==> config.mk <==
export PLATFORM = sky130hd
export DESIGN_NAME = decode_stage
export DESIGN_NICKNAME = d
export VERILOG_FILES = /design/src/logic/cpu_pkg.sv /design/src/logic/decode_stage.sv /design/src/logic/decode_output.sv /design/src/logic/branch_decoder.sv /design/src/logic/op_decoder.sv
export SDC_FILE = /design/constraint.sdc
export NUM_CORES = 1
export LEC_CHECK = 0
export ABC_AREA = 1
export BUFFER_PORTS_ARGS = -buffer_cell sky130_fd_sc_hd__buf_2
export CORE_UTILIZATION = 43
export CTS_CLUSTER_SIZE = 12
export DETAILED_ROUTE_END_ITERATION = 7
export PLACE_DENSITY = 0.71
export SYNTH_ARGS = -nofsm -noshare
export SYNTH_HDL_FRONTEND = slang
export SYNTH_SLANG_ARGS = --single-unit
export TNS_END_PERCENT = 1
==> constraint.sdc <==
create_clock -name clk -period 2 [get_ports clk]
set_clock_uncertainty 0.15 [all_clocks]
set_input_delay 0.1 -clock clk [delete_from_list [all_inputs] [get_ports clk]]
set_output_delay 0.1 -clock clk [all_outputs]
set_load 0.02 [all_outputs]
==> src/logic/cpu_pkg.sv <==
package cpu_pkg;

	localparam int WORD_W     = 32;
	localparam int REG_ADDR_W = 5;
	localparam int IMM_W      = 16;
	localparam int JIDX_W     = 26;   // j/jal index field

	typedef logic [WORD_W-1:0]     word_t;
	typedef logic [REG_ADDR_W-1:0] reg_addr_t;

	localparam reg_addr_t RA_REG = 5'd31;   // link register

	// major opcodes that are matched as a whole
	typedef enum logic [5:0] {
		OPC_SPECIAL  = 6'b000000,
		OPC_REGIMM   = 6'b000001,
		OPC_J        = 6'b000010,
		OPC_JAL      = 6'b000011,
		OPC_COP0     = 6'b010000,
		OPC_SPECIAL2 = 6'b011100,
		OPC_LL       = 6'b110000,
		OPC_SC       = 6'b111000
	} opcode_t;

	localparam logic [5:0] FN_JR   = 6'b001000;
	localparam logic [5:0] FN_JALR = 6'b001001;

	typedef enum logic [6:0] {
		OP_INVALID = 7'd0,
		// shifts
		OP_SLL, OP_SRL, OP_SRA,
		OP_SLLV, OP_SRLV, OP_SRAV,
		// moves
		OP_MOVN, OP_MOVZ,
		OP_MFHI, OP_MTHI, OP_MFLO, OP_MTLO,
		// multiply and divide
		OP_MULT, OP_MULTU, OP_DIV, OP_DIVU,
		OP_MADD, OP_MADDU, OP_MSUB, OP_MSUBU,
		OP_MUL, OP_CLZ, OP_CLO,
		// arithmetic and logic
		OP_ADD, OP_ADDU, OP_SUB, OP_SUBU,
		OP_AND, OP_OR, OP_XOR, OP_NOR,
		OP_LUI,
		// compare
		OP_SLT, OP_SLTU,
		// traps and system
		OP_TGE, OP_TGEU, OP_TLT, OP_TLTU,
		OP_TEQ, OP_TNE,
		OP_SYSCALL, OP_BREAK,
		// branches and jumps
		OP_BEQ, OP_BNE, OP_BLEZ, OP_BGTZ,
		OP_BLTZ, OP_BGEZ, OP_BLTZAL, OP_BGEZAL,
		OP_JAL, OP_JALR,
		// memory
		OP_LB, OP_LH, OP_LWL, OP_LW,
		OP_LBU, OP_LHU, OP_LWR,
		OP_SB, OP_SH, OP_SWL, OP_SW, OP_SWR,
		OP_LL, OP_SC, OP_CACHE,
		// coprocessor 0
		OP_MFC0, OP_MTC0,
		OP_TLBR, OP_TLBWI, OP_TLBWR, OP_TLBP,
		OP_ERET
	} op_t;

	typedef enum logic [2:0] {
		FU_ALU,
		FU_BRANCH,
		FU_LOAD,
		FU_STORE,
		FU_CP0,
		FU_INVALID
	} fu_t;

	typedef enum logic [2:0] {
		ControlFlow_None,
		ControlFlow_Branch,
		ControlFlow_Jump,
		ControlFlow_Call,
		ControlFlow_Return
	} cf_t;

endpackage
==> src/logic/decode_stage.sv <==
`timescale 1ns/1ps

module decode_stage (
	input  logic               clk,
	input  logic               arst_n,
	input  logic               in_valid,
	output logic               in_ready,
	input  cpu_pkg::word_t     instr,
	input  cpu_pkg::word_t     pc,
	output logic               out_valid,
	input  logic               out_ready,
	output cpu_pkg::reg_addr_t out_rs1,
	output cpu_pkg::reg_addr_t out_rs2,
	output cpu_pkg::reg_addr_t out_rd,
	output cpu_pkg::op_t       out_op,
	output cpu_pkg::fu_t       out_fu,
	output cpu_pkg::word_t     out_imm,
	output cpu_pkg::cf_t       out_cf,
	output logic               out_is_controlflow,
	output cpu_pkg::word_t     out_target
);
	import cpu_pkg::*;

	reg_addr_t rs1;
	reg_addr_t rs2;
	reg_addr_t rd;
	op_t       op;
	fu_t       fu;
	logic      use_imm;
	logic      imm_signed;
	logic      is_branch;
	logic      is_jump_i;
	logic      is_jump_r;
	logic      is_call;
	logic      is_return;
	word_t     branch_target;
	word_t     jump_target;

	op_decoder op_dec (
		.instr      (instr),
		.rs1        (rs1),
		.rs2        (rs2),
		.rd         (rd),
		.op         (op),
		.fu         (fu),
		.use_imm    (use_imm),
		.imm_signed (imm_signed)
	);

	branch_decoder br_dec (
		.instr         (instr),
		.pc            (pc),
		.is_branch     (is_branch),
		.is_jump_i     (is_jump_i),
		.is_jump_r     (is_jump_r),
		.is_call       (is_call),
		.is_return     (is_return),
		.branch_target (branch_target),
		.jump_target   (jump_target)
	);

	decode_output dec_out (
		.clk                (clk),
		.arst_n             (arst_n),
		.in_valid           (in_valid),
		.in_ready           (in_ready),
		.instr              (instr),
		.rs1                (rs1),
		.rs2                (rs2),
		.rd                 (rd),
		.op                 (op),
		.fu                 (fu),
		.use_imm            (use_imm),
		.imm_signed         (imm_signed),
		.is_branch          (is_branch),
		.is_jump_i          (is_jump_i),
		.is_jump_r          (is_jump_r),
		.is_call            (is_call),
		.is_return          (is_return),
		.branch_target      (branch_target),
		.jump_target        (jump_target),
		.out_valid          (out_valid),
		.out_ready          (out_ready),
		.out_rs1            (out_rs1),
		.out_rs2            (out_rs2),
		.out_rd             (out_rd),
		.out_op             (out_op),
		.out_fu             (out_fu),
		.out_imm            (out_imm),
		.out_cf             (out_cf),
		.out_is_controlflow (out_is_controlflow),
		.out_target         (out_target)
	);

endmodule

==> src/logic/decode_output.sv <==
`timescale 1ns/1ps

module decode_output (
	input  logic               clk,
	input  logic               arst_n,
	input  logic               in_valid,
	output logic               in_ready,
	input  cpu_pkg::word_t     instr,
	input  cpu_pkg::reg_addr_t rs1,
	input  cpu_pkg::reg_addr_t rs2,
	input  cpu_pkg::reg_addr_t rd,
	input  cpu_pkg::op_t       op,
	input  cpu_pkg::fu_t       fu,
	input  logic               use_imm,
	input  logic               imm_signed,
	input  logic               is_branch,
	input  logic               is_jump_i,
	input  logic               is_jump_r,
	input  logic               is_call,
	input  logic               is_return,
	input  cpu_pkg::word_t     branch_target,
	input  cpu_pkg::word_t     jump_target,
	output logic               out_valid,
	input  logic               out_ready,
	output cpu_pkg::reg_addr_t out_rs1,
	output cpu_pkg::reg_addr_t out_rs2,
	output cpu_pkg::reg_addr_t out_rd,
	output cpu_pkg::op_t       out_op,
	output cpu_pkg::fu_t       out_fu,
	output cpu_pkg::word_t     out_imm,
	output cpu_pkg::cf_t       out_cf,
	output logic               out_is_controlflow,
	output cpu_pkg::word_t     out_target
);
	import cpu_pkg::*;

	logic  accept;
	cf_t   cf_next;
	word_t imm_next;
	word_t target_next;

	assign in_ready = ~out_valid | out_ready;   // empty or draining this cycle
	assign accept   = in_valid & in_ready;

	always_comb begin
		unique casez ({is_branch, is_return, is_call, is_jump_i | is_jump_r})
			4'b1???: cf_next = ControlFlow_Branch;
			4'b01??: cf_next = ControlFlow_Return;
			4'b001?: cf_next = ControlFlow_Call;
			4'b0001: cf_next = ControlFlow_Jump;
			default: cf_next = ControlFlow_None;
		endcase
	end

	always_comb begin
		if (!use_imm)
			imm_next = '0;
		else if (imm_signed)
			imm_next = {{(WORD_W-IMM_W){instr[IMM_W-1]}}, instr[IMM_W-1:0]};
		else
			imm_next = {{(WORD_W-IMM_W){1'b0}}, instr[IMM_W-1:0]};
	end

	// register jumps resolve later
	assign target_next = is_branch ? branch_target : (is_jump_i ? jump_target : '0);

	always_ff @(posedge clk or negedge arst_n) begin
		if (!arst_n) begin
			out_valid          <= 1'b0;
			out_rs1            <= '0;
			out_rs2            <= '0;
			out_rd             <= '0;
			out_op             <= OP_INVALID;
			out_fu             <= FU_ALU;
			out_imm            <= '0;
			out_cf             <= ControlFlow_None;
			out_is_controlflow <= 1'b0;
			out_target         <= '0;
		end else begin
			if (in_ready)
				out_valid <= in_valid;
			if (accept) begin
				out_rs1            <= rs1;
				out_rs2            <= rs2;
				out_rd             <= rd;
				out_op             <= op;
				out_fu             <= fu;
				out_imm            <= imm_next;
				out_cf             <= cf_next;
				out_is_controlflow <= is_branch | is_jump_i | is_jump_r;
				out_target         <= target_next;
			end
		end
	end

	a_hold_stalled: assert property (@(posedge clk) disable iff (!arst_n)
		out_valid && !out_ready |=> out_valid && $stable({out_rs1, out_rs2, out_rd,
			out_op, out_fu, out_imm, out_cf, out_is_controlflow, out_target}))
		else $error("decode_output: payload changed while stalled");

endmodule

==> src/logic/branch_decoder.sv <==
`timescale 1ns/1ps

module branch_decoder (
	input  cpu_pkg::word_t instr,
	input  cpu_pkg::word_t pc,
	output logic           is_branch,
	output logic           is_jump_i,
	output logic           is_jump_r,
	output logic           is_call,
	output logic           is_return,
	output cpu_pkg::word_t branch_target,
	output cpu_pkg::word_t jump_target
);
	import cpu_pkg::*;

	logic [5:0] opcode;
	logic [5:0] funct;
	reg_addr_t  f_rs;
	logic       regimm_branch;
	word_t      pc_plus4;
	word_t      offset;

	assign opcode = instr[31:26];
	assign f_rs   = instr[25:21];
	assign funct  = instr[5:0];

	// bltz/bgez and their -al forms, rt[3:1] clear
	assign regimm_branch = (opcode == OPC_REGIMM) && (instr[19:17] == 3'b000);

	assign is_branch = (opcode[5:2] == 4'b0001) || regimm_branch;
	assign is_jump_i = (opcode == OPC_J) || (opcode == OPC_JAL);
	assign is_jump_r = (opcode == OPC_SPECIAL) && (funct == FN_JR || funct == FN_JALR);

	assign is_call = (opcode == OPC_JAL) ||
		(is_jump_r && funct == FN_JALR) ||
		(regimm_branch && instr[20]);   // bltzal/bgezal
	assign is_return = (opcode == OPC_SPECIAL) && (funct == FN_JR) && (f_rs == RA_REG);

	assign pc_plus4 = pc + word_t'(4);
	assign offset   = {{(WORD_W-IMM_W-2){instr[IMM_W-1]}}, instr[IMM_W-1:0], 2'b00};

	assign branch_target = pc_plus4 + offset;
	assign jump_target   = {pc_plus4[WORD_W-1 -: 4], instr[JIDX_W-1:0], 2'b00};   // same segment

	a_one_jump_kind: assert final (!(is_jump_i && is_jump_r))
		else $error("branch_decoder: immediate and register jump both set");

endmodule

==> src/logic/op_decoder.sv <==
`timescale 1ns/1ps

module op_decoder (
	input  cpu_pkg::word_t     instr,
	output cpu_pkg::reg_addr_t rs1,
	output cpu_pkg::reg_addr_t rs2,
	output cpu_pkg::reg_addr_t rd,
	output cpu_pkg::op_t       op,
	output cpu_pkg::fu_t       fu,
	output logic               use_imm,
	output logic               imm_signed
);
	import cpu_pkg::*;

	logic [5:0] opcode;
	logic [5:0] funct;
	reg_addr_t  f_rs;
	reg_addr_t  f_rt;
	reg_addr_t  f_rd;

	assign opcode = instr[31:26];
	assign f_rs   = instr[25:21];
	assign f_rt   = instr[20:16];
	assign f_rd   = instr[15:11];
	assign funct  = instr[5:0];

	always_comb begin
		rs1        = '0;
		rs2        = '0;
		rd         = '0;
		op         = OP_INVALID;
		fu         = FU_INVALID;
		use_imm    = 1'b0;
		imm_signed = 1'b1;

		unique casez (opcode)
			OPC_SPECIAL: begin
				rs1 = f_rs;
				rs2 = f_rt;
				rd  = f_rd;
				fu  = (funct[5:1] == FN_JR[5:1]) ? FU_BRANCH : FU_ALU;   // jr/jalr
				unique case (funct)
					6'b000000: op = OP_SLL;
					6'b000010: op = OP_SRL;
					6'b000011: op = OP_SRA;
					6'b000100: op = OP_SLLV;
					6'b000110: op = OP_SRLV;
					6'b000111: op = OP_SRAV;
					FN_JR:     op = OP_JALR;
					FN_JALR:   op = OP_JALR;
					6'b001010: op = OP_MOVZ;
					6'b001011: op = OP_MOVN;
					6'b001100: op = OP_SYSCALL;
					6'b001101: op = OP_BREAK;
					6'b001111: op = OP_SLL;   // sync acts as a nop
					6'b010000: op = OP_MFHI;
					6'b010001: op = OP_MTHI;
					6'b010010: op = OP_MFLO;
					6'b010011: op = OP_MTLO;
					6'b011000: op = OP_MULT;
					6'b011001: op = OP_MULTU;
					6'b011010: op = OP_DIV;
					6'b011011: op = OP_DIVU;
					6'b100000: op = OP_ADD;
					6'b100001: op = OP_ADDU;
					6'b100010: op = OP_SUB;
					6'b100011: op = OP_SUBU;
					6'b100100: op = OP_AND;
					6'b100101: op = OP_OR;
					6'b100110: op = OP_XOR;
					6'b100111: op = OP_NOR;
					6'b101010: op = OP_SLT;
					6'b101011: op = OP_SLTU;
					6'b110000: op = OP_TGE;
					6'b110001: op = OP_TGEU;
					6'b110010: op = OP_TLT;
					6'b110011: op = OP_TLTU;
					6'b110100: op = OP_TEQ;
					6'b110110: op = OP_TNE;
					default:   op = OP_INVALID;
				endcase
			end
			OPC_SPECIAL2: begin   // no unit assigned here
				rs1 = f_rs;
				rs2 = f_rt;
				rd  = f_rd;
				unique case (funct)
					6'b000000: op = OP_MADD;
					6'b000001: op = OP_MADDU;
					6'b000010: op = OP_MUL;
					6'b000100: op = OP_MSUB;
					6'b000101: op = OP_MSUBU;
					6'b100000: op = OP_CLZ;
					6'b100001: op = OP_CLO;
					default:   op = OP_INVALID;
				endcase
			end
			OPC_REGIMM: begin
				rs1     = f_rs;
				rd      = (instr[20:17] == 4'b1000) ? RA_REG : '0;   // -al forms link
				fu      = (instr[19:17] == 3'b000) ? FU_BRANCH : FU_INVALID;   // traps have no unit
				use_imm = 1'b1;
				unique case (f_rt)
					5'b01000: op = OP_TGE;
					5'b01001: op = OP_TGEU;
					5'b01010: op = OP_TLT;
					5'b01011: op = OP_TLTU;
					5'b01100: op = OP_TEQ;
					5'b01110: op = OP_TNE;
					5'b00000: op = OP_BLTZ;
					5'b00001: op = OP_BGEZ;
					5'b10000: op = OP_BLTZAL;
					5'b10001: op = OP_BGEZAL;
					default:  op = OP_INVALID;
				endcase
			end
			6'b0001??: begin   // beq/bne/blez/bgtz
				rs1 = f_rs;
				rs2 = f_rt;
				fu  = FU_BRANCH;
				unique case (opcode[1:0])
					2'b00: op = OP_BEQ;
					2'b01: op = OP_BNE;
					2'b10: op = OP_BLEZ;
					2'b11: op = OP_BGTZ;
				endcase
			end
			6'b001???: begin
				rs1        = f_rs;
				rd         = f_rt;
				fu         = FU_ALU;
				use_imm    = 1'b1;
				imm_signed = ~opcode[2];   // logic ops zero-extend
				unique case (opcode[2:0])
					3'b000: op = OP_ADD;
					3'b001: op = OP_ADDU;
					3'b010: op = OP_SLT;
					3'b011: op = OP_SLTU;
					3'b100: op = OP_AND;
					3'b101: op = OP_OR;
					3'b110: op = OP_XOR;
					3'b111: op = OP_LUI;
				endcase
			end
			6'b100???: begin
				rs1 = f_rs;
				rs2 = (opcode[1:0] == 2'b10) ? f_rt : '0;   // lwl/lwr merge with rt
				rd  = f_rt;
				fu  = FU_LOAD;
				unique case (opcode[2:0])
					3'b000: op = OP_LB;
					3'b001: op = OP_LH;
					3'b010: op = OP_LWL;
					3'b011: op = OP_LW;
					3'b100: op = OP_LBU;
					3'b101: op = OP_LHU;
					3'b110: op = OP_LWR;
					3'b111: op = OP_INVALID;
				endcase
			end
			6'b101???: begin
				rs1 = f_rs;
				rs2 = f_rt;
				fu  = FU_STORE;
				unique case (opcode[2:0])
					3'b000:  op = OP_SB;
					3'b001:  op = OP_SH;
					3'b010:  op = OP_SWL;
					3'b011:  op = OP_SW;
					3'b110:  op = OP_SWR;
					3'b111:  op = OP_CACHE;
					default: op = OP_INVALID;
				endcase
			end
			OPC_LL: begin
				rs1 = f_rs;
				rd  = f_rt;
				fu  = FU_LOAD;
				op  = OP_LL;
			end
			OPC_SC: begin
				rs1 = f_rs;
				rs2 = f_rt;
				rd  = f_rt;   // success flag
				fu  = FU_STORE;
				op  = OP_SC;
			end
			6'b00001?: begin   // j and jal
				rd = opcode[0] ? RA_REG : '0;
				fu = FU_BRANCH;
				op = OP_JAL;
			end
			OPC_COP0: begin
				fu = FU_CP0;
				unique case (f_rs)
					5'b00000: begin
						op = OP_MFC0;
						rd = f_rt;
					end
					5'b00100: begin
						op  = OP_MTC0;
						rs1 = f_rt;
					end
					5'b10000: begin
						unique case (funct)
							6'b000001: op = OP_TLBR;
							6'b000010: op = OP_TLBWI;
							6'b000110: op = OP_TLBWR;
							6'b001000: op = OP_TLBP;
							6'b011000: op = OP_ERET;
							default:   op = OP_INVALID;
						endcase
					end
					default: op = OP_INVALID;
				endcase
			end
			default: op = OP_INVALID;
		endcase
	end

	a_op_has_unit: assert final (op == OP_INVALID || fu != FU_INVALID ||
		opcode == OPC_SPECIAL2 || opcode == OPC_REGIMM)
		else $error("op_decoder: %s decoded without a unit", op.name());

endmodule

==> results.cfg, run 1 <==
[clocking]
numCtsBuffers = 9
clock_path_buffers = 2
cts.clk_slew.worst_paths_ns = 0.06
cts_tree = done
htreeDepth = 3
root_buffer = clkbuf_16
cts_sinks = 79
clk_latency_ns = 0.35

[sta]
fin_crit_sh_pct = 118.3
max_freq_mhz = 422.8
period_needed_ns = 2.365
setup_violations = 22
holdWs_ns = 0.01429
setup_ws_ns = -0.3654
rsz0062_at_grt = yes
tightest_slew_ns = 0.6795
relSlewSlack_pct = 54.59
final_hold_viol_count = 0
drv_slew = 0

[power]
p_per_area_nw_per_um2 = 525.1
peakVddDrop_mv = 0.4351
p_leak_nw = 6.050

[placement]
port_buffers = 162
dpl.hpwl_mm = 22.99
gp_congestion = 0.9463

[setup_path]
slowest_stage = ha_1
cp-startpoint = pc[2]
worst-setup-path-type = in2reg
critPathArrivalTime_ns = 2.46
cp_max_fo = 5
startpoint_type = primary input
r2r-start = dec_out.out_valid$_DFFE_PN0N_
cp-end-kind = register
slowest_delay_ns = 0.35
cp_data_required_time_ns = 2.09
path_cells = buf_4, buf_4, ha_1, nand4_1, nor3_2, buf_4, nand2_1, xnor2_1, ha_1, buf_6, nand2_2, buf_6, nor2_4, inv_1, o21bai_1, nor2_2, nand2_1, nand2_1, nand3_1, a21oi_2

[hold_path]
worstHoldStart = instr[31]
hp-class = in2reg

[synth]
synthCells = 1265
syn_avg_cell_area_sq_um = 6.287
yosys.area_share.simple_pct = 38.80
ys_seq_area_share_pct = 24.86
synth_compound_area_share_pct = 14.05
synth_cell_types = 48
yosys_warnings = 0
ys_ff_latch = 79
synthTopCellsByArea = dfrtp_1 25%, nand2_1 18%, ha_1 8.3%, inv_1 7.0%, nor2_1 6.3%
yosysTopAreaCell = dfrtp_1
synthMuxAreaShare_pct = 0.1259
synth.most_common_cell = nand2_1
synth_fa_ha_area_share_pct = 8.590
yosys.area.top_type_share_pct = 24.86
synth_xor_xnor_area_share_pct = 2.974
ys_top_cells_by_count = 382 x nand2_1, 148 x inv_1, 134 x nor2_1
synth_nets = 1387
synth_edf_count = 0
synthArstFlopShare_pct = 100.0
syn_area_sq_um = 7953
synth_top_family_by_area = simple AND/OR/NAND/NOR gates
ys.flop_type = dfrtp_1

[final_layout]
nets = 1732
fin_util_pct = 62.95
drive_gt1_share_pct = 31.89
area_delta_synth_final_pct = 42.67
antenna_cells = 0

[floorplan]
num_io_pins = 163
die_area_sq_um = 19040
initial_core_util_pct = 44.12
num_rows = 49
die_w_um = 138.0
die_h_um = 138.0
core_sq_um = 18020

[detailed_routing]
drt_iter0_markers = 819
avgRoutedWirePerCell_um = 15.58
ant_nets = 0
routed_wl_mm = 28.73
drc = 0
via_per_inst = 5.216
first_pass_iters = 6
vias = 9618

[global_routing]
grt_overflow = 0
antenna_found_initial = 0
grt_start_max_net_pins = 78
grt_first_pass_wirelength_mm = 45.37
grt_pass1_vias = 9079
grtUsageTotal_pct = 30.86

[outcome]
violations = setup timing
outcome = complete, but fails checks

[job]
cap_violations = 0
registers in the layout, summed over array words and instances, names as in the netlist:
register,cells
dec_out.out_cf,3
dec_out.out_fu,3
dec_out.out_imm,17
dec_out.out_is_controlflow,1
dec_out.out_op,7
dec_out.out_rd,5
dec_out.out_rs1,5
dec_out.out_rs2,5
dec_out.out_target,32
dec_out.out_valid,1
final timing paths:
| check | end | slack, ns | cells after the start |
|---|---|---|---|
| worst max-delay path | dec_out.out_target[27]$_DFFE_PN0P_ | -0.37 | 20 |
| worst min-delay path | dec_out.out_fu[1]$_DFFE_PN0P_ | 0.01 | 5 |
| worst max register to register | dec_out.out_target[21]$_DFFE_PN0P_ | 0.34 | 7 |
| worst min register to register | dec_out.out_rs2[2]$_DFFE_PN0P_ | 0.33 | 2 |
| max in group asynchronous | dec_out.out_rs1[1]$_DFFE_PN0P_ | 0.98 | 3 |
| min in group asynchronous | dec_out.out_imm[8]$_DFFE_PN0P_ | 0.13 | 2 |
layer usage:
layer / track usage, % / vias up / wire, um
met5: 0 / - / 0
met4: 13.22 / 0 / 974
met3: 3.582 / 57 / 1404
met2: 52.83 / 347 / 14040
met1: 38.97 / 4430 / 12320
li1: - / 4784 / -
cell usage in the layout, fill, tap and decap left out, drive strengths merged, types with 2 or more instances in the layout:
cell type,n
dfrtp,79
or2,10
a21o,2
nor2,146
o21ai,58
nand4,21
o22ai,2
buf,355
dlygate4sd3,21
o21bai,9
o211ai,12
nand3b,8
ha,53
clkinv,4
nor4,4
a31oi,4
nand3,97
nor3,25
o31ai,7
nand2,390
nor3b,2
clkbuf,9
a21oi,96
clkinvlp,3
xor2,18
a22oi,2
and2,5
xnor2,9
inv,157
timing repair:
| item | 4_1_cts | 5_1_grt |
|---|---|---|
| gates resized for setup | 79 | 34 |
| pin swaps | 37 | 9 |
| hold endpoints to repair | 69 | 0 |
| hold buffers | 21 | 0 |
| buffers inserted | 7 | 0 |
| setup endpoints to repair | 23 | 32 |
cell type report:
class                      instances  area (sq um)
fill                            1682          6679
clock buffer                       9         225.2
clock inverter                     7         50.05
inverter                         157         589.3
tap                              229         286.5
sequential                        79          1977
multi-input combinational        987          5667
timing repair buffer             376          2551
through the flow:
stage	setup slack (ns)	TNS (ns)	area, sq um	total power [mW]	std cells
floorplan	-0.4232	-4.742	8004	3.157	1265
global placement	-0.8674	-16.00	10310	4.127	1800
detailed placement	-0.9128	-16.96	10310	4.152	1800
CTS	-0.3234	-5.236	11200	5.893	1844
global route	-0.5646	-9.966	11350	6.275	1844
finish	-0.3654	-5.224	11350	5.958	1844
cells by family after synthesis:
group,count (synthesis)
and+or+nand+nor,709
buffers and inverters,199
AOI/OAI and AO/OA,196
DFF,79
adders and majority gates,54
xor gates and xnor gates,27
muxes,1
critical path: cells and delay by family:
kind	cells	cell delay (ns)
and+or+nand+nor	9	0.80
AOI/OAI and AO/OA	2	0.25
buffers and inverters	6	0.68
adders and majority gates	2	0.49
xor gates and xnor gates	1	0.13
where the power goes:
part / internal [mW] / total, mW / switching (mW)
sequential: 1.77 / 1.87 / 0.107
combinational: 0.994 / 2.48 / 1.48
clock: 0.841 / 1.61 / 0.766
total: 3.60 / 5.96 / 2.36
No activity file was read; power rests on OpenSTA's default activity.
==> run 2: changes to the inputs <==
- BUFFER_PORTS_ARGS: -buffer_cell sky130_fd_sc_hd__buf_2 -> default
- CAP_MARGIN: default -> 25
- DONT_BUFFER_PORTS: default -> 1
- PLACE_DENSITY: 0.71 -> 0.64
==> results.cfg, run 2 (synthesis gave the netlist of run 1 again) <==
[setup_path]
critPathBufInv = 2
slowest_stage = ha_1
path_depth = 20
cp_max_fo = 4
cpMostUsedCell = nand2_1
path_cells = ha_4, nand2_2, nor2_4, nand4_1, nor3_2, nand2_2, xnor2_1, ha_1, nand2_2, inv_1, nand2_1, and2_4, nand2_1, nand2_1, nand2_2, inv_1, nand2_1, nand2_1, nand3_1, a21oi_2
startpoint_type = primary input
critical-path-top-delay-family = simple AND/OR/NAND/NOR gates
r2r_cells = 6
critPathArrivalTime_ns = 2.37
slowest_delay_ns = 0.37
cp_data_required_time_ns = 2.13
worst-setup-path-type = in2reg
cp-end-kind = register

[global_routing]
grt_pass1_vias = 8481
grtUsageTotal_pct = 30.09
grt_first_pass_wirelength_mm = 44.12
grt_start_max_net_pins = 80
antenna_found_initial = 0
grt_overflow = 0

[clocking]
cts.clk_slew.worst_paths_ns = 0.07
root_buffer = clkbuf_16
numCtsBuffers = 9
cts_sinks = 79
cts_tree = done
clock_path_buffers = 2
clk_latency_ns = 0.34
htreeDepth = 3
cts-hold-fix-buffers = 35

[hold_path]
hp-class = in2async

[floorplan]
die_area_sq_um = 19040
die_w_um = 138.0
num_io_pins = 163
core_sq_um = 18020
initial_core_util_pct = 44.12
die_h_um = 138.0
num_rows = 49

[final_layout]
largest_register_ff_count = 32
drive_gt1_share_pct = 19.23
stdcell_count = 1638
final_cell_mix = 365 x nand2_1, 144 x inv_1, 130 x buf_4
largest_register = dec_out.out_target
regArea_sq_um = 1981
multiInputGateArea_sq_um = 5487
antenna_cells = 0
largestRegisters = dec_out.out_target: 32 flops, dec_out.out_imm: 17 flops, dec_out.out_op: 7 flops
nets = 1526
nFillCells = 1790
fin_area_sq_um = 10080
final_common_cell = nand2_1
area_delta_synth_final_pct = 26.78

[detailed_routing]
via_per_inst = 5.336
wl_met2_mm = 13.70
ant_nets = 0
met3_length_mm = 1.566
wl_met1_mm = 11.95
first_pass_iters = 6
drc = 0
vias = 8741
avgRoutedWirePerCell_um = 16.98
drt_iter0_markers = 715
routed_wl_mm = 27.81
highest_layer = met4

[sta]
period_needed_ns = 2.237
drv_slew = 0
final_hold_viol_count = 79
tightest_slew_ns = 0.4325
rsz0062_at_grt = yes
fin_crit_sh_pct = 111.9
setup_violations = 19
holdWs_ns = -0.7121
max_freq_mhz = 446.9
relSlewSlack_pct = 71.17
setup_ws_ns = -0.2374

[placement]
gp_congestion = 1.003
place_area_sq_um = 9074
dpl.hpwl_mm = 21.42
port_buffers = 0
post-place-cells = 1581

[power]
power.share.switching_pct = 37.90
total_power_mw = 5.658
power_frac_comb_pct = 31.5
p_int_mw = 3.514
p_clk_share_pct = 30.9
p_seq_share_pct = 37.5
p_leak_nw = 5.084
p_sw_mw = 2.144
p_per_area_nw_per_um2 = 561.2
peakVddDrop_mv = 0.4428

[outcome]
violations = hold timing, setup timing
outcome = complete, but fails checks

[job]
cap_violations = 0
run 2: repair_timing:
item | CTS | global route
setup buffers | 6 | 0
hold endpoints to repair | 141 | 79
setup endpoints to repair | 20 | 30
pin swaps | 27 | 14
resized for setup | 44 | 36
run 2: cell type report:
class | instances | area share, %
clock inverters | 7 | 0.8439
inverters | 157 | 5.845
well taps | 229 | 2.842
flip-flops and latches | 79 | 19.65
repair buffers | 170 | 14.17
clock buffers | 9 | 2.234
multi-input cells | 987 | 54.42
run 2: power by group through the flow:
stage	sequential, mW	clock, mW	combinational (mW)
4_1_cts	2.13	1.78	1.72
3_3_place_gp	2.15	0	1.56
6_report	2.12	1.75	1.78
5_1_grt	2.15	1.84	1.99
2_1_floorplan	2.10	0	1.06
3_5_place_dp	2.16	0	1.57
run 2: layer usage:
| layer | vias up | GRT usage (%) |
|---|---|---|
| li1 | 4380 | - |
| met1 | 4016 | 37.94 |
| met2 | 303 | 53.83 |
| met3 | 42 | 3.253 |
| met4 | 0 | 8.394 |
| met5 | - | 0 |
run 2: per-stage QoR:
| stage | util [%] | setup TNS [ns] | hold WS (ns) | setup WS [ns] |
|---|---|---|---|---|
| global route | 55.94 | -7.268 | -0.7214 | -0.4566 |
| finish | 55.94 | -2.503 | -0.7121 | -0.2374 |
| detailed placement | 50.34 | -12.58 | -0.3446 | -0.6518 |
| global placement | 50.34 | -11.70 | -0.3444 | -0.6395 |
| CTS | 55.24 | -2.704 | -0.7159 | -0.1976 |
| floorplan | - | -4.742 | -0.3456 | -0.4232 |
run 2: final timing paths:
path / start / slack, ns / to
max: pc[3] / -0.24 / dec_out.out_target[31]$_DFFE_PN0P_
min: arst_n / -0.71 / dec_out.out_target[9]$_DFFE_PN0P_
max reg2reg: dec_out.out_valid$_DFFE_PN0N_ / 0.40 / dec_out.out_rs2[3]$_DFFE_PN0P_
min reg2reg: dec_out.out_imm[30]$_DFFE_PN0P_ / 0.43 / dec_out.out_imm[30]$_DFFE_PN0P_
max in group asynchronous: arst_n / 2.27 / dec_out.out_imm[30]$_DFFE_PN0P_
min in group clk: instr[20] / 0.01 / dec_out.out_rd[4]$_DFFE_PN0P_
==> run 3: changes to the inputs <==
--- a/config.mk
+++ b/config.mk
@@ -8,3 +8,2 @@
 export ABC_AREA = 1
-export CAP_MARGIN = 25
 export CORE_UTILIZATION = 43
--- a/constraint.sdc
+++ b/constraint.sdc
@@ -4,2 +4,2 @@
 set_output_delay 0.1 -clock clk [all_outputs]
-set_load 0.02 [all_outputs]
+set_load 0.05 [all_outputs]
==> results.cfg, run 3 (synthesis gave the netlist of run 1 again) <==
[detailed_routing]
routed_wl_mm = 27.63
drt_iter0_markers = 770
drc = 0
ant_nets = 0
first_pass_iters = 5
vias = 8776
avgRoutedWirePerCell_um = 16.85
via_per_inst = 5.351

[final_layout]
area_delta_synth_final_pct = 24.81
largest_register_ff_count = 32
antenna_cells = 0
nFillCells = 1823
stdcell_count = 1640
fin_util_pct = 55.07
drive_gt1_share_pct = 16.65
final_common_cell = nand2_1
nets = 1528
final_cell_mix = 375 x nand2_1, 146 x inv_1, 129 x buf_4
largestRegisters = dec_out.out_target: 32 flops, dec_out.out_imm: 17 flops, dec_out.out_op: 7 flops
largest_register = dec_out.out_target

[setup_path]
slowest_stage = ha_1
cp-end-kind = register
startpoint_type = primary input
cp_max_fo = 3
r2r_slack_ns = 0.08
worst-setup-path-type = in2reg
path_cells = nand2_1, nor2_4, nand2_2, inv_2, nand2_4, nor2_4, nand2_2, nor4_2, xor2_1, ha_1, nand2_1, nand2_1, o21bai_1, a21oi_1, nand3_1, nand2_1, nand3_1, a21oi_1
r2r_cells = 7
cp_data_required_time_ns = 2.13
r2r-start = dec_out.out_valid$_DFFE_PN0N_
cpMostUsedCell = nand2_1
path_depth = 18
r2r_end = dec_out.out_target[2]$_DFFE_PN0P_
critPathArrivalTime_ns = 2.36
critical-path-top-delay-family = simple AND/OR/NAND/NOR gates
critPathBufInv = 1
slowest_delay_ns = 0.30

[floorplan]
initial_core_util_pct = 44.12
num_rows = 49
die_h_um = 138.0
die_w_um = 138.0
core_sq_um = 18020
num_io_pins = 163
die_area_sq_um = 19040

[sta]
rsz0062_at_grt = yes
tightest_slew_ns = 0.5630
final_hold_viol_count = 79
relSlewSlack_pct = 62.47
fin_crit_sh_pct = 111.5
holdWs_ns = -0.7269
drv_slew = 0
fin_setup_tns_ns = -2.238
setup_violations = 20
max_freq_mhz = 448.4
period_needed_ns = 2.230
setup_ws_ns = -0.2301

[placement]
port_buffers = 0
preCtsSetupSlack_ns = -0.6860
gp_congestion = 0.9540
dpl.hpwl_mm = 21.57
post-place-cells = 1588

[power]
p_leak_nw = 5.029
total_power_mw = 5.937
peakVddDrop_mv = 0.5380
p_per_area_nw_per_um2 = 598.1

[clocking]
root_buffer = clkbuf_16
clk_latency_ns = 0.35
cts_tree = done
cts_sinks = 79
clock_path_buffers = 2
postCtsSetupBuffers = 0
numCtsBuffers = 9
htreeDepth = 3
cts.clk_slew.worst_paths_ns = 0.07
cts-hold-fix-buffers = 36

[global_routing]
antenna_found_initial = 0
grt_start_max_net_pins = 80
grt_overflow = 0
grtUsageTotal_pct = 29.96
grt_first_pass_wirelength_mm = 43.39
grt_pass1_vias = 8443

[outcome]
violations = hold timing, setup timing
outcome = complete, but fails checks

[job]
cap_violations = 0

[hold_path]
hp-class = in2async
[run 3: repair_timing]
item,4_1_cts,5_1_grt
pin swaps,7,0
resized for setup,23,5
endpoints found under the hold margin,145,79
endpoints found under the setup margin,20,38
[run 3: how the worst max path moves through the flow]
stage	from	end	slack (ns)
global placement	pc[3]	dec_out.out_target[28]$_DFFE_PN0P_	-0.68
global route	pc[3]	dec_out.out_target[30]$_DFFE_PN0P_	-0.45
detailed placement	pc[3]	dec_out.out_target[27]$_DFFE_PN0P_	-0.69
CTS	pc[3]	dec_out.out_target[28]$_DFFE_PN0P_	-0.21
floorplan	pc[3]	dec_out.out_target[27]$_DFFE_PN0P_	-0.42
finish	pc[3]	dec_out.out_target[26]$_DFFE_PN0P_	-0.23
[run 3: routing by layer]
metal	track usage, %	vias up	share of wire [%]
met4	13.10	0	3.6
li1	-	4383	-
met3	3.399	55	5.8
met5	0	-	0
met1	38.19	4035	43
met2	50.81	303	48
[run 3: metrics by stage]
step | hold WS (ns) | area [sq um]
after detailed placement | -0.3446 | 9159
after floorplan | -0.3456 | 8004
after global placement | -0.3444 | 9159
final | -0.7269 | 9926
after CTS | -0.7368 | 9892
after global routing | -0.7391 | 9926
[run 3: report_power, final]
part           internal, mW  total (mW)  switching [mW]
clock                 0.866        1.65           0.784
combinational         0.745        1.83            1.08
sequential             1.75        2.46           0.705
total                  3.37        5.94            2.57
[run 3: area by class of cell]
class	instances	area, sq um	share of cell area, %
Clock inverter	7	60.06	0.6051
Clock buffer	9	225.2	2.269
Timing Repair Buffer	172	1476	14.87
Tap cell	229	286.5	2.887
Inverter	157	589.3	5.937
Multi-Input combinational cell	987	5308	53.47
Sequential cell	79	1981	19.95
[run 3: worst reg2reg max path, stage by stage, from the launching register on]
cell,delay [ns]
dfrtp_1,0.38
nand2_1,0.10
nand2_2,0.08
inv_2,0.08
buf_12,0.20
nand2_1,0.09
dlygate4sd3_1,0.58
o211ai_1,0.18
